[config.mk]
export PLATFORM = sky130hd
export DESIGN_NAME = icache_top
export DESIGN_NICKNAME = d
export VERILOG_FILES = /design/src/rtl/icache_pkg.sv /design/src/rtl/icache_ctrl.sv /design/src/rtl/icache_data_ram.sv /design/src/rtl/icache_step_cnt.sv /design/src/rtl/icache_tag_ram.sv /design/src/rtl/icache_top.sv
export VERILOG_INCLUDE_DIRS = /design/src /design/src/rtl
export SDC_FILE = /design/constraint.sdc
export NUM_CORES = 2
export LEC_CHECK = 0
export BUFFER_PORTS_ARGS = -buffer_cell sky130_fd_sc_hd__buf_2
export CORE_AREA = 4 4 496 498
export CTS_CLUSTER_SIZE = 16
export DETAILED_ROUTE_END_ITERATION = 7
export DIE_AREA = 0 0 500 502
export HOLD_SLACK_MARGIN = 0.05
export SETUP_SLACK_MARGIN = 0.3
export SLEW_MARGIN = 15
export SYNTH_ARGS = -nofsm -noshare
export SYNTH_HDL_FRONTEND = slang
export SYNTH_SLANG_ARGS = --single-unit
[constraint.sdc]
create_clock -name clk_i -period 4.9 [get_ports clk_i]
set_clock_uncertainty 0.05 [all_clocks]
set_input_delay 0.98 -clock clk_i [delete_from_list [all_inputs] [get_ports clk_i]]
set_output_delay 0.98 -clock clk_i [all_outputs]
set_load 0.03 [all_outputs]
[src/rtl/icache_defs.svh]
// Geometry of the direct-mapped instruction cache
// Included by the package and by every RTL module that slices addresses
// or sizes an array. Derived bit counts follow from the base sizes.

`ifndef ICACHE_DEFS_SVH
`define ICACHE_DEFS_SVH

// ----------------------------------------------------------------------
// Base sizes
// ----------------------------------------------------------------------
`define ICACHE_ADDR_W     32  // Byte address
`define ICACHE_WORD_W     32  // Instruction and bus data word
`define ICACHE_SETS       16  // Lines in the cache
`define ICACHE_LINE_WORDS 4   // Words per line, also burst length

// ----------------------------------------------------------------------
// Derived bit counts
// ----------------------------------------------------------------------
`define ICACHE_IDX_BITS  ($clog2(`ICACHE_SETS))
`define ICACHE_OFFS_BITS ($clog2(`ICACHE_LINE_WORDS))
`define ICACHE_BYTE_BITS ($clog2(`ICACHE_WORD_W / 8))
// Whatever is left above index, offset and byte
`define ICACHE_TAG_BITS  (`ICACHE_ADDR_W - `ICACHE_IDX_BITS - `ICACHE_OFFS_BITS - `ICACHE_BYTE_BITS)

`endif

[src/rtl/icache_pkg.sv]
// Types shared by the instruction cache modules
// Vector widths come from the geometry defines; refer to the types
// with scoped names from each module.

`include "icache_defs.svh"

package icache_pkg;

  // ----------------------------------------------------------------------
  // Vectors with a meaning
  // ----------------------------------------------------------------------
  typedef logic [`ICACHE_ADDR_W-1:0]    addr_t;  // Byte address
  typedef logic [`ICACHE_WORD_W-1:0]    word_t;  // Instruction or bus word
  typedef logic [`ICACHE_TAG_BITS-1:0]  tag_t;   // Line tag
  typedef logic [`ICACHE_IDX_BITS-1:0]  idx_t;   // Set index
  typedef logic [`ICACHE_OFFS_BITS-1:0] offs_t;  // Word in line

  // ----------------------------------------------------------------------
  // Controller FSM
  // ----------------------------------------------------------------------
  typedef enum logic [2:0] {
    IDLE,     // Waiting for a request or a pending flush
    LOOKUP,   // Registered tag/data read is valid
    BUS_REQ,  // Line fetch strobe out
    FILL,     // Collecting burst words
    FLUSH     // Walking the sets
  } ctrl_state_e;

endpackage

[src/rtl/icache_ctrl.sv]
// Controller FSM of the blocking instruction cache
// Accepts one CPU request at a time and steers the tag and data arrays.
// A miss fetches the whole line as an incrementing burst, then the
// lookup repeats and hits. A flush waits for idle and walks every set.

`include "icache_defs.svh"

module icache_ctrl (
  input  logic               clk_i,
  input  logic               rst_ni,
  // CPU side
  input  logic               req_i,
  input  icache_pkg::addr_t  adr_i,
  input  logic               cache_flush_i,
  output logic               busy_o,
  output logic               parcel_valid_o,
  // Bus side
  output logic               biu_stb_o,
  output icache_pkg::addr_t  biu_adri_o,
  input  logic               biu_stb_ack_i,
  input  logic               biu_ack_i,
  // Arrays and step counter
  input  logic               hit_i,
  input  logic               last_word_i,
  input  logic               last_set_i,
  output icache_pkg::idx_t   rd_idx_o,
  output icache_pkg::offs_t  rd_offs_o,
  output icache_pkg::tag_t   cmp_tag_o,
  output logic               fill_we_o,
  output logic               tag_we_o,
  output logic               inval_o,
  output logic               cnt_clr_o,
  output logic               cnt_step_o
);

  icache_pkg::ctrl_state_e state_q, state_d;
  icache_pkg::addr_t       adr_q;         // Held request address
  icache_pkg::addr_t       lk_adr;        // Address under lookup
  logic                    flush_pend_q;  // Flush waiting for idle
  logic                    flush_start;
  logic                    accept;

  // ----------------------------------------------------------------------
  // Acceptance and flush pending
  // ----------------------------------------------------------------------
  // A pending flush counts as busy, so it wins over a request
  assign busy_o      = (state_q != icache_pkg::IDLE) || flush_pend_q;
  assign accept      = req_i && !busy_o;
  assign flush_start = (state_q == icache_pkg::IDLE) && flush_pend_q;

  always_ff @(posedge clk_i or negedge rst_ni) begin
    if (!rst_ni) begin
      state_q      <= icache_pkg::IDLE;
      flush_pend_q <= 1'b0;
    end else begin
      state_q      <= state_d;
      flush_pend_q <= cache_flush_i || (flush_pend_q && !flush_start);
    end
  end

  always_ff @(posedge clk_i) begin
    if (accept) begin
      adr_q <= adr_i;  // Only valid in the accept cycle
    end
  end

  // Live address while idle, held one otherwise
  assign lk_adr    = (state_q == icache_pkg::IDLE) ? adr_i : adr_q;
  assign rd_idx_o  = lk_adr[`ICACHE_BYTE_BITS + `ICACHE_OFFS_BITS +: `ICACHE_IDX_BITS];
  assign rd_offs_o = lk_adr[`ICACHE_BYTE_BITS +: `ICACHE_OFFS_BITS];
  assign cmp_tag_o = lk_adr[`ICACHE_ADDR_W-1 -: `ICACHE_TAG_BITS];

  // ----------------------------------------------------------------------
  // Next state
  // ----------------------------------------------------------------------
  always_comb begin
    state_d = state_q;
    unique case (state_q)
      icache_pkg::IDLE: begin
        if (flush_start) begin
          state_d = icache_pkg::FLUSH;  // Set 0 cleared on the way out
        end else if (accept) begin
          state_d = icache_pkg::LOOKUP;
        end
      end
      icache_pkg::LOOKUP: begin
        state_d = hit_i ? icache_pkg::IDLE : icache_pkg::BUS_REQ;
      end
      icache_pkg::BUS_REQ: begin
        if (biu_stb_ack_i) begin
          state_d = icache_pkg::FILL;
        end
      end
      icache_pkg::FILL: begin
        if (biu_ack_i && last_word_i) begin
          state_d = icache_pkg::LOOKUP;  // Re-lookup now hits
        end
      end
      icache_pkg::FLUSH: begin
        if (last_set_i) begin
          state_d = icache_pkg::IDLE;
        end
      end
      default: state_d = icache_pkg::IDLE;
    endcase
  end

  // ----------------------------------------------------------------------
  // Outputs
  // ----------------------------------------------------------------------
  assign parcel_valid_o = (state_q == icache_pkg::LOOKUP) && hit_i;

  // Line-aligned burst start
  assign biu_stb_o  = (state_q == icache_pkg::BUS_REQ);
  assign biu_adri_o = {adr_q[`ICACHE_ADDR_W-1:`ICACHE_OFFS_BITS + `ICACHE_BYTE_BITS],
                       {(`ICACHE_OFFS_BITS + `ICACHE_BYTE_BITS){1'b0}}};

  assign fill_we_o  = (state_q == icache_pkg::FILL) && biu_ack_i;  // One word per ack
  assign tag_we_o   = fill_we_o && last_word_i;                    // Line complete
  assign inval_o    = flush_start || (state_q == icache_pkg::FLUSH);

  // Counter starts from zero for both fill and flush
  assign cnt_clr_o  = (state_q == icache_pkg::LOOKUP) || (state_q == icache_pkg::BUS_REQ);
  assign cnt_step_o = fill_we_o || inval_o;

  // Strobe and line address hold until the bus takes the request
  a_stb_hold: assert property (@(posedge clk_i) disable iff (!rst_ni)
    biu_stb_o && !biu_stb_ack_i |=> biu_stb_o && $stable(biu_adri_o));

  // Re-lookup after a line fill always hits and returns the parcel
  a_parcel_lookup: assert property (@(posedge clk_i) disable iff (!rst_ni)
    (state_q == icache_pkg::LOOKUP) && ($past(state_q) == icache_pkg::FILL)
    |-> parcel_valid_o);

endmodule

[src/rtl/icache_data_ram.sv]
// Data word array of the cache
// One registered read port for lookups and one write port for burst
// fill words. Read output feeds the CPU parcel directly.

`include "icache_defs.svh"

module icache_data_ram (
  input  logic               clk_i,
  input  icache_pkg::idx_t   rd_idx_i,
  input  icache_pkg::offs_t  rd_offs_i,
  input  icache_pkg::idx_t   wr_idx_i,
  input  icache_pkg::offs_t  wr_offs_i,
  input  logic               we_i,       // Fill word strobe
  input  icache_pkg::word_t  wr_word_i,  // Burst data
  output icache_pkg::word_t  rd_word_o   // One cycle after the read
);

  localparam int unsigned ADDR_BITS = `ICACHE_IDX_BITS + `ICACHE_OFFS_BITS;

  icache_pkg::word_t      mem [`ICACHE_SETS * `ICACHE_LINE_WORDS];
  logic [ADDR_BITS-1:0]   rd_addr;
  logic [ADDR_BITS-1:0]   wr_addr;

  // Word address is set then offset
  assign rd_addr = {rd_idx_i, rd_offs_i};
  assign wr_addr = {wr_idx_i, wr_offs_i};

  // ----------------------------------------------------------------------
  // Write and read ports
  // ----------------------------------------------------------------------
  always_ff @(posedge clk_i) begin
    if (we_i) begin
      mem[wr_addr] <= wr_word_i;
    end
  end

  always_ff @(posedge clk_i) begin
    if (we_i && (wr_addr == rd_addr)) begin
      rd_word_o <= wr_word_i;  // Last fill word bypass
    end else begin
      rd_word_o <= mem[rd_addr];
    end
  end

endmodule

[src/rtl/icache_step_cnt.sv]
// Step counter shared by line fill and flush
// The low offset bits count burst words; the full width walks the sets.
// End flags are decoded here for the controller.

`include "icache_defs.svh"

module icache_step_cnt (
  input  logic              clk_i,
  input  logic              rst_ni,
  input  logic              clr_i,        // Back to zero
  input  logic              step_i,       // Count one word or set
  output icache_pkg::idx_t  cnt_o,
  output logic              last_word_o,  // Last word of a line
  output logic              last_set_o    // Last set of the cache
);

  icache_pkg::idx_t cnt_q;

  // ----------------------------------------------------------------------
  // Counter
  // ----------------------------------------------------------------------
  always_ff @(posedge clk_i or negedge rst_ni) begin
    if (!rst_ni) begin
      cnt_q <= '0;
    end else if (clr_i) begin
      cnt_q <= '0;
    end else if (step_i) begin
      cnt_q <= cnt_q + 1'b1;  // Wraps to zero after the last set
    end
  end

  assign cnt_o = cnt_q;

  // End flags
  assign last_word_o = &cnt_q[`ICACHE_OFFS_BITS-1:0];
  assign last_set_o  = &cnt_q;

  // Controller never clears and steps in the same cycle
  a_clr_step: assert property (@(posedge clk_i) disable iff (!rst_ni)
    !(clr_i && step_i));

endmodule

[src/rtl/icache_tag_ram.sv]
// Tag and valid array of the direct-mapped cache
// Synchronous read with the compare tag registered alongside, so the
// hit flag is valid the cycle after the read index is presented.
// Tag writes land on the line under lookup; flush clears by wr_idx_i.

`include "icache_defs.svh"

module icache_tag_ram (
  input  logic              clk_i,
  input  logic              rst_ni,
  input  icache_pkg::idx_t  rd_idx_i,   // Lookup set
  input  icache_pkg::tag_t  cmp_tag_i,  // Lookup tag, also the fill tag
  input  icache_pkg::idx_t  wr_idx_i,   // Set to invalidate
  input  logic              tag_we_i,   // Line filled
  input  logic              inval_i,    // Clear one valid bit
  output logic              hit_o
);

  icache_pkg::tag_t        tag_mem [`ICACHE_SETS];
  logic [`ICACHE_SETS-1:0] valid_q;
  icache_pkg::tag_t        tag_rd_q;
  icache_pkg::tag_t        cmp_tag_q;
  logic                    valid_rd_q;

  // ----------------------------------------------------------------------
  // Valid bits and registered valid read
  // ----------------------------------------------------------------------
  always_ff @(posedge clk_i or negedge rst_ni) begin
    if (!rst_ni) begin
      valid_q    <= '0;
      valid_rd_q <= 1'b0;
    end else begin
      if (inval_i) begin
        valid_q[wr_idx_i] <= 1'b0;
      end else if (tag_we_i) begin
        valid_q[rd_idx_i] <= 1'b1;
      end
      // Write-first, so the re-lookup after a fill sees the new line
      if (tag_we_i) begin
        valid_rd_q <= 1'b1;
      end else if (inval_i && (wr_idx_i == rd_idx_i)) begin
        valid_rd_q <= 1'b0;
      end else begin
        valid_rd_q <= valid_q[rd_idx_i];
      end
    end
  end

  // ----------------------------------------------------------------------
  // Tag store and registered tag read
  // ----------------------------------------------------------------------
  always_ff @(posedge clk_i) begin
    if (tag_we_i) begin
      tag_mem[rd_idx_i] <= cmp_tag_i;
    end
    tag_rd_q  <= tag_we_i ? cmp_tag_i : tag_mem[rd_idx_i];
    cmp_tag_q <= cmp_tag_i;
  end

  assign hit_o = valid_rd_q && (tag_rd_q == cmp_tag_q);

  // Fill and flush never overlap
  a_we_inval: assert property (@(posedge clk_i) disable iff (!rst_ni)
    !(tag_we_i && inval_i));

endmodule

[src/rtl/icache_top.sv]
// Top level of the blocking direct-mapped instruction cache
// Connects the controller, step counter and both arrays to the CPU
// request port and the burst bus port.

`include "icache_defs.svh"

module icache_top (
  input  logic               clk_i,
  input  logic               rst_ni,
  // CPU side
  input  logic               req_i,
  input  icache_pkg::addr_t  adr_i,
  input  logic               cache_flush_i,
  output logic               busy_o,
  output icache_pkg::word_t  parcel_o,
  output logic               parcel_valid_o,
  // Bus side
  output logic               biu_stb_o,
  output icache_pkg::addr_t  biu_adri_o,
  input  logic               biu_stb_ack_i,
  input  logic               biu_ack_i,
  input  icache_pkg::word_t  biu_q_i
);

  icache_pkg::idx_t  rd_idx;
  icache_pkg::offs_t rd_offs;
  icache_pkg::tag_t  cmp_tag;
  icache_pkg::idx_t  cnt;
  logic              fill_we;
  logic              tag_we;
  logic              inval;
  logic              cnt_clr;
  logic              cnt_step;
  logic              last_word;
  logic              last_set;
  logic              hit;

  // ----------------------------------------------------------------------
  // Control
  // ----------------------------------------------------------------------
  icache_ctrl u_ctrl (
    .clk_i          (clk_i),
    .rst_ni         (rst_ni),
    .req_i          (req_i),
    .adr_i          (adr_i),
    .cache_flush_i  (cache_flush_i),
    .busy_o         (busy_o),
    .parcel_valid_o (parcel_valid_o),
    .biu_stb_o      (biu_stb_o),
    .biu_adri_o     (biu_adri_o),
    .biu_stb_ack_i  (biu_stb_ack_i),
    .biu_ack_i      (biu_ack_i),
    .hit_i          (hit),
    .last_word_i    (last_word),
    .last_set_i     (last_set),
    .rd_idx_o       (rd_idx),
    .rd_offs_o      (rd_offs),
    .cmp_tag_o      (cmp_tag),
    .fill_we_o      (fill_we),
    .tag_we_o       (tag_we),
    .inval_o        (inval),
    .cnt_clr_o      (cnt_clr),
    .cnt_step_o     (cnt_step)
  );

  icache_step_cnt u_step_cnt (
    .clk_i       (clk_i),
    .rst_ni      (rst_ni),
    .clr_i       (cnt_clr),
    .step_i      (cnt_step),
    .cnt_o       (cnt),
    .last_word_o (last_word),
    .last_set_o  (last_set)
  );

  // ----------------------------------------------------------------------
  // Arrays
  // ----------------------------------------------------------------------
  icache_tag_ram u_tag_ram (
    .clk_i     (clk_i),
    .rst_ni    (rst_ni),
    .rd_idx_i  (rd_idx),
    .cmp_tag_i (cmp_tag),
    .wr_idx_i  (cnt),      // Flush walk
    .tag_we_i  (tag_we),
    .inval_i   (inval),
    .hit_o     (hit)
  );

  icache_data_ram u_data_ram (
    .clk_i     (clk_i),
    .rd_idx_i  (rd_idx),
    .rd_offs_i (rd_offs),
    .wr_idx_i  (rd_idx),                          // Fill line is the held one
    .wr_offs_i (cnt[`ICACHE_OFFS_BITS-1:0]),  // Burst word number
    .we_i      (fill_we),
    .wr_word_i (biu_q_i),
    .rd_word_o (parcel_o)
  );

endmodule
# After elaboration in Yosys (flattened, before gate mapping)
# Memories as Yosys holds them, arrays and structs flattened. A register that Yosys moved wholly into a read port is not among the register bits.
# Index checks and enable logic that the tools add are counted.
[totals]
register_bits = 81
ram_bits = 2432
n_memories = 2
output_inout_bits = 67
in_bits = 70
wordCells = 76
[mem_list]
columns = ["name", "depth", "word_bits", "read_ports", "rd_ports_with_merged_regs", "wr", "line_no", "text"]
rows = [
  ["u_data_ram.mem", 64, 32, 1, 1, 1, "icache_data_ram.sv:20", "icache_pkg::word_t mem [`ICACHE_SETS * `ICACHE_LINE_WORDS];"],
  ["u_tag_ram.tag_mem", 16, 24, 1, 1, 1, "icache_tag_ram.sv:19", "icache_pkg::tag_t tag_mem [`ICACHE_SETS];"],
]
[classes]
order_cmp = 4
n_reduce_logical = 25
mux = 24
add_sub_neg = 1
n_eq_ne = 10
n_bitwise = 3
[ops]
columns = ["cell", "n"]
rows = [
  ["two-way mux 16 bit", 2],
  ["two-way mux 32 bit", 1],
  ["equality test 24 bit", 1],
  ["AND 16 bit", 1],
  ["NOT 16 bit", 1],
  ["bitwise OR 16 bit", 1],
  ["two-way mux 3 bit", 5],
  ["case mux 3 bit (5 select lines)", 1],
  ["logical AND 1 bit", 11],
  ["< comparator 4 x 5 -> 1 bit (second input constant)", 2],
  ["two-way mux 1 bit", 9],
  ["demux 1 bit (select 4 bit)", 2],
  [">= comparator 4 x 1 -> 1 bit (second input constant)", 2],
  ["two-way mux 4 bit", 2],
  ["AND reduction 4 bit", 2],
  ["equality test 3 x 2 -> 1 bit (second input constant)", 2],
  ["logical OR 1 bit", 5],
  ["adder 4 x 1 -> 4 bit (second input constant)", 1],
  ["binary-select mux 1 bit (select 4 bit)", 1],
  ["equality test 4 bit", 1],
  ["inequality test 2 x 1 -> 1 bit (second input constant)", 2],
  ["nonzero test 2 bit", 2],
  ["equality test 3 x 1 -> 1 bit (second input constant)", 1],
  ["equality test 3 bit (second input constant)", 1],
  ["other kinds (7)", 8],
]

# Depth between registers and ports, before layout
[logic_depth]
ltp_word = 9
ltp_mapped = 12
ltp_nobuf = 9

# Cells and area by module
# A second synthesis with hierarchy kept.
[unflattened]
cells_unflattened = 4347
hier_area_um2 = 96772.8
[by_module_without_submodules]
columns = ["module", "cells_per_inst", "area_each_um2", "n_inst", "seq_area_each_um2"]
rows = [
  ["icache_data_ram", 3298, 77994.8, 1, 61619.1],
  ["icache_tag_ram", 832, 16731.0, 1, 12517.0],
  ["icache_ctrl", 200, 1848.0, 1, 1001.0],
  ["icache_step_cnt", 17, 198.9, 1, 100.1],
]

# Worst setup path after synthesis
# No wires, ideal clock.
[synth_timing]
path_type = "register to output"
startpoint = "register with a tool-made name"
endpoint = "output parcel_o[12]"
setup_slack_ps = 994
required_ps = 3870
path_stages_with_launch = 9
t_arrival_ps = 2876
cell_sequence = "dfxtp_1 > buf_2 > buf_2 > buf_1 > mux4_2 > mux4_2 > mux2_2 > nand2_1 > o21ai_0"
[synth_rtl]
columns = ["element", "line_no", "text"]
rows = [
  ["end, declared", "icache_top.sv:15", "output icache_pkg::word_t parcel_o,"],
]

==> impl_results.md <==
- Achievable Freq: 0.192 GHz
- CP cell instances: buf_6 -> mux4_2 -> xnor2_1 -> o21ai_0 -> a21oi_1 -> nand4_1 -> a2111oi_2 -> nand4_1 -> buf_4 -> nor3b_4 -> buf_6
- CP Data Arrival Time: 4.19 ns
- Setup Viol. Count Final: 1
- Max IR drop VDD: 0.000374 V
- Top cell family by delay on the critical path: compound AO/OA/AOI/OAI gates
- Ys Warns: 0
- Crit path kind: register to output port
- Pins Over Slew Limit: 0
- WL/cell: 31.2 microns
- Setup ws final: -0.321 ns
- Slowest Stage Delay on Critical Path: 0.53 ns
- GR Util All Layers: 19.6%
- Clk pwr share: 44.8%
- Power Total: 44.4 mW
- Mapped cell area: 96400 sq um
- Total gr overflow: 0
- Actual slew at the worst max-slew pin: 1.31 ns
- Sw Pwr: 8.64 mW
- Largest net degree at the start of global routing: 74
- Post-synthesis cell type count: 64
- First-pass GRT wire length: 352000 microns
- 1st-pass router iterations: 7
- Fin crit period: 5.22 ns
- Die area: 251000 sq um
- Number of flops mapped to enable cells by yosys: 2462
- Total CTS buffers: 274
- HP Class: input port to register
- Row Count: 181
- Reg2Reg Setup Slack: 0.65 ns
- Sequential power share: 53.2%
- Crit path launch type: register
- Asr flop ratio synth: 0.993%
- Clock sink count: 2517
- Layout area overhead: 19.8%
- Top_reg_cell synth: edfxtp_1
- Worst Path Buf+Inv: 3
- PortBufs: 130
- Die width: 500 microns
- Mean area per synthesized cell: 24.1 sq um
- Initial DRC Count: 4897
- Finished Layout Cells: 7966
- Leakage power: 36.6 nW
- Internal power: 35.8 mW
- Clock transition at the registers of the reported paths: 0.06 ns
- Post-DP HPWL: 135000 microns
- CP max FO: 8
- Via density per instance: 5.71
- Finished Cell Area: 116000 sq um
- Status: complete, but fails checks
- Die H: 502 microns
- Comb pwr share: 2.0%
- Final Cycle Share: 107%
- Max_cap viols: 0
- CTS tree: yes
- Cells after DPL: 7341
- Worst-Skew Late Latency: 0.89 ns
- Critical Path RT: 3.87 ns
- Commonest non-fill, non-tap cell in the layout: edfxtp_1
- Failing checks: setup timing
- Top Ports: 137
- Vias in the first global route: 46543
- Initial antenna violation count: 20
- Placed instance area: 103000 sq um
- Slowest CP cell: mux4_2
- DRT antenna net count: 0
- Switching share of power: 19.5%
- Slew margin rel.: 12.9%
- Hold Fails Final Rpt: 0
- DR DRC count: 0
- Post-Route WL: 248000 microns
- Register bit total from synthesis: 2517
- Clk root buf: clkbuf_16
- Max Root-Sink Buffers: 4
- DR vias: 45508
- Power density cells: 384 nW/um^2
- Kind of end point of the critical path: output port
- Share of layout cells above drive strength 1: 38.3%
- Commonest cells after routing, fill and taps aside: edfxtp_1 (2462), mux4_2 (730), clkbuf_16 (293), buf_4 (173), buf_2 (95)
- H-tree Lvls: 5
- Post-synthesis cell count: 3997
- Dpl ws: 0.0879 ns
- Nets: 4644
- Initial core utilization: 39.8%
- Setup_tns: -0.321 ns
- Final GP Congestion: 0.765
- RSZ-0062 raised after global routing: yes
- Sequential area share after synthesis: 78.0%
- Core area: 242000 sq um
[cells in the mapped netlist (all sizes together), types with 3 or more instances]
| cell | count | area share (%) |
|---|---|---|
| o22a | 13 | 0.12 |
| o22ai | 7 | 0.045 |
| xor2 | 17 | 0.15 |
| edfxtp | 2462 | 77 |
| dfrtp | 25 | 0.65 |
| inv | 11 | 0.043 |
| dfxtp | 30 | 0.62 |
| clkbuf | 85 | 0.33 |
| nor3b | 3 | 0.029 |
| nand3 | 16 | 0.083 |
| a311oi | 4 | 0.036 |
| o21ai | 29 | 0.15 |
| buf | 142 | 0.83 |
| clkinv | 4 | 0.016 |
| nor2 | 101 | 0.39 |
| nand2b | 4 | 0.026 |
| o32a | 4 | 0.042 |
| nor3 | 5 | 0.031 |
| mux4 | 731 | 17 |
| nor2b | 7 | 0.045 |
| nand4 | 8 | 0.052 |
| ha | 4 | 0.052 |
| a31oi | 4 | 0.026 |
| xnor2 | 29 | 0.26 |
| mux2 | 64 | 0.75 |
| a221oi | 10 | 0.097 |
| a21oi | 7 | 0.036 |
| nand2 | 63 | 0.25 |
| and3 | 4 | 0.026 |
| mux2i | 72 | 0.75 |
| o311ai | 3 | 0.027 |
[stage by stage]
| step | hold slack [ns] | utilization (%) |
|---|---|---|
| final | 0.224 | 47.7 |
| after floorplan | 0.399 | - |
| after global routing | 0.170 | 47.7 |
| after global placement | 0.431 | 42.7 |
| after detailed placement | 0.436 | 42.7 |
| after CTS | 0.159 | 47.5 |
[area by class of cell]
type | instances | area [sq um]
well taps | 3202 | 4010
diodes | 2 | 5.00
multi-input cells | 1241 | 21200
fillers | 19266 | 127000
clock inverters | 119 | 1150
repair buffers | 521 | 6540
inverters | 15 | 56.3
flip-flops and latches | 2517 | 75200
clock buffers | 349 | 7390
[registers in the layout, indices dropped and copies added (netlist names), named ones only]
name and flops:
u_step_cnt.cnt_o 4, u_ctrl.flush_pend_q 1, u_tag_ram.valid_rd_q 1, u_tag_ram.valid_q 16, u_tag_ram.cmp_tag_q 24, u_ctrl.state_q 3, u_tag_ram.tag_mem 384, u_data_ram.mem 2048
u_ctrl.adr_q 30
[cells by family (layout without fill, tap and decap cells)]
logic type | after synthesis | in the layout | share of synthesized area, %
flops | 2517 | 2517 | 78.0
simple gates | 215 | 215 | 0.962
xor+xnor | 46 | 46 | 0.418
other cells | 1 | 6 | 0.00389
compound gates | 105 | 105 | 0.799
mux | 867 | 867 | 18.6
buf+inv | 242 | 1004 | 1.22
fa+ha+maj | 4 | 4 | 0.0519
[routing by layer]
metal	track usage, %	part of all wire (%)	up-vias
met5	0	0.020	-
met4	4.86	2.5	8
met3	4.05	7.3	425
met2	31.9	49	1749
met1	27.4	41	24960
li1	-	-	18366
[path summary, 6_finish.rpt]
| check | cells past startpoint | endpoint | start |
|---|---|---|---|
| worst max-delay path | 11 | parcel_valid_o | register |
| worst min-delay path | 1 | u_ctrl.adr_q[25] | adr_i[25] |
| worst max register to register | 5 | u_data_ram.mem[9][10] | u_ctrl.state_q[1] |
| worst min register to register | 1 | u_tag_ram.valid_q[3] | u_tag_ram.valid_q[3] |
| max in group asynchronous | 2 | u_tag_ram.valid_rd_q | rst_ni |
| min in group asynchronous | 2 | u_tag_ram.valid_q[2] | rst_ni |
[power groups by stage]
stage          combinational [mW]  sequential [mW]  clock (mW)
2_1_floorplan               0.360             24.0           0
3_3_place_gp                0.736             24.1           0
3_5_place_dp                0.763             24.1           0
4_1_cts                     0.873             23.6        20.3
5_1_grt                     0.945             23.6        21.2
6_report                    0.881             23.6        19.9
[what timing repair did]
| item | CTS | global route |
|---|---|---|
| hold endpoints to repair | 25 | 0 |
| pin swaps | 17 | 9 |
| buffers inserted | 91 | 18 |
| cloned | 36 | 8 |
| hold buffers | 1 | 0 |
| gates resized for setup | 319 | 41 |
| endpoints found under the setup margin | 33 | 33 |
[worst reg2reg max path: cells and delay by family (launching register included)]
kind          cells  cell delay, ns
mux               1            0.82
simple gates      3            2.07
buf+inv           1            0.40
flops             1            0.57
Note: power is estimated with default switching activity, not from simulation.
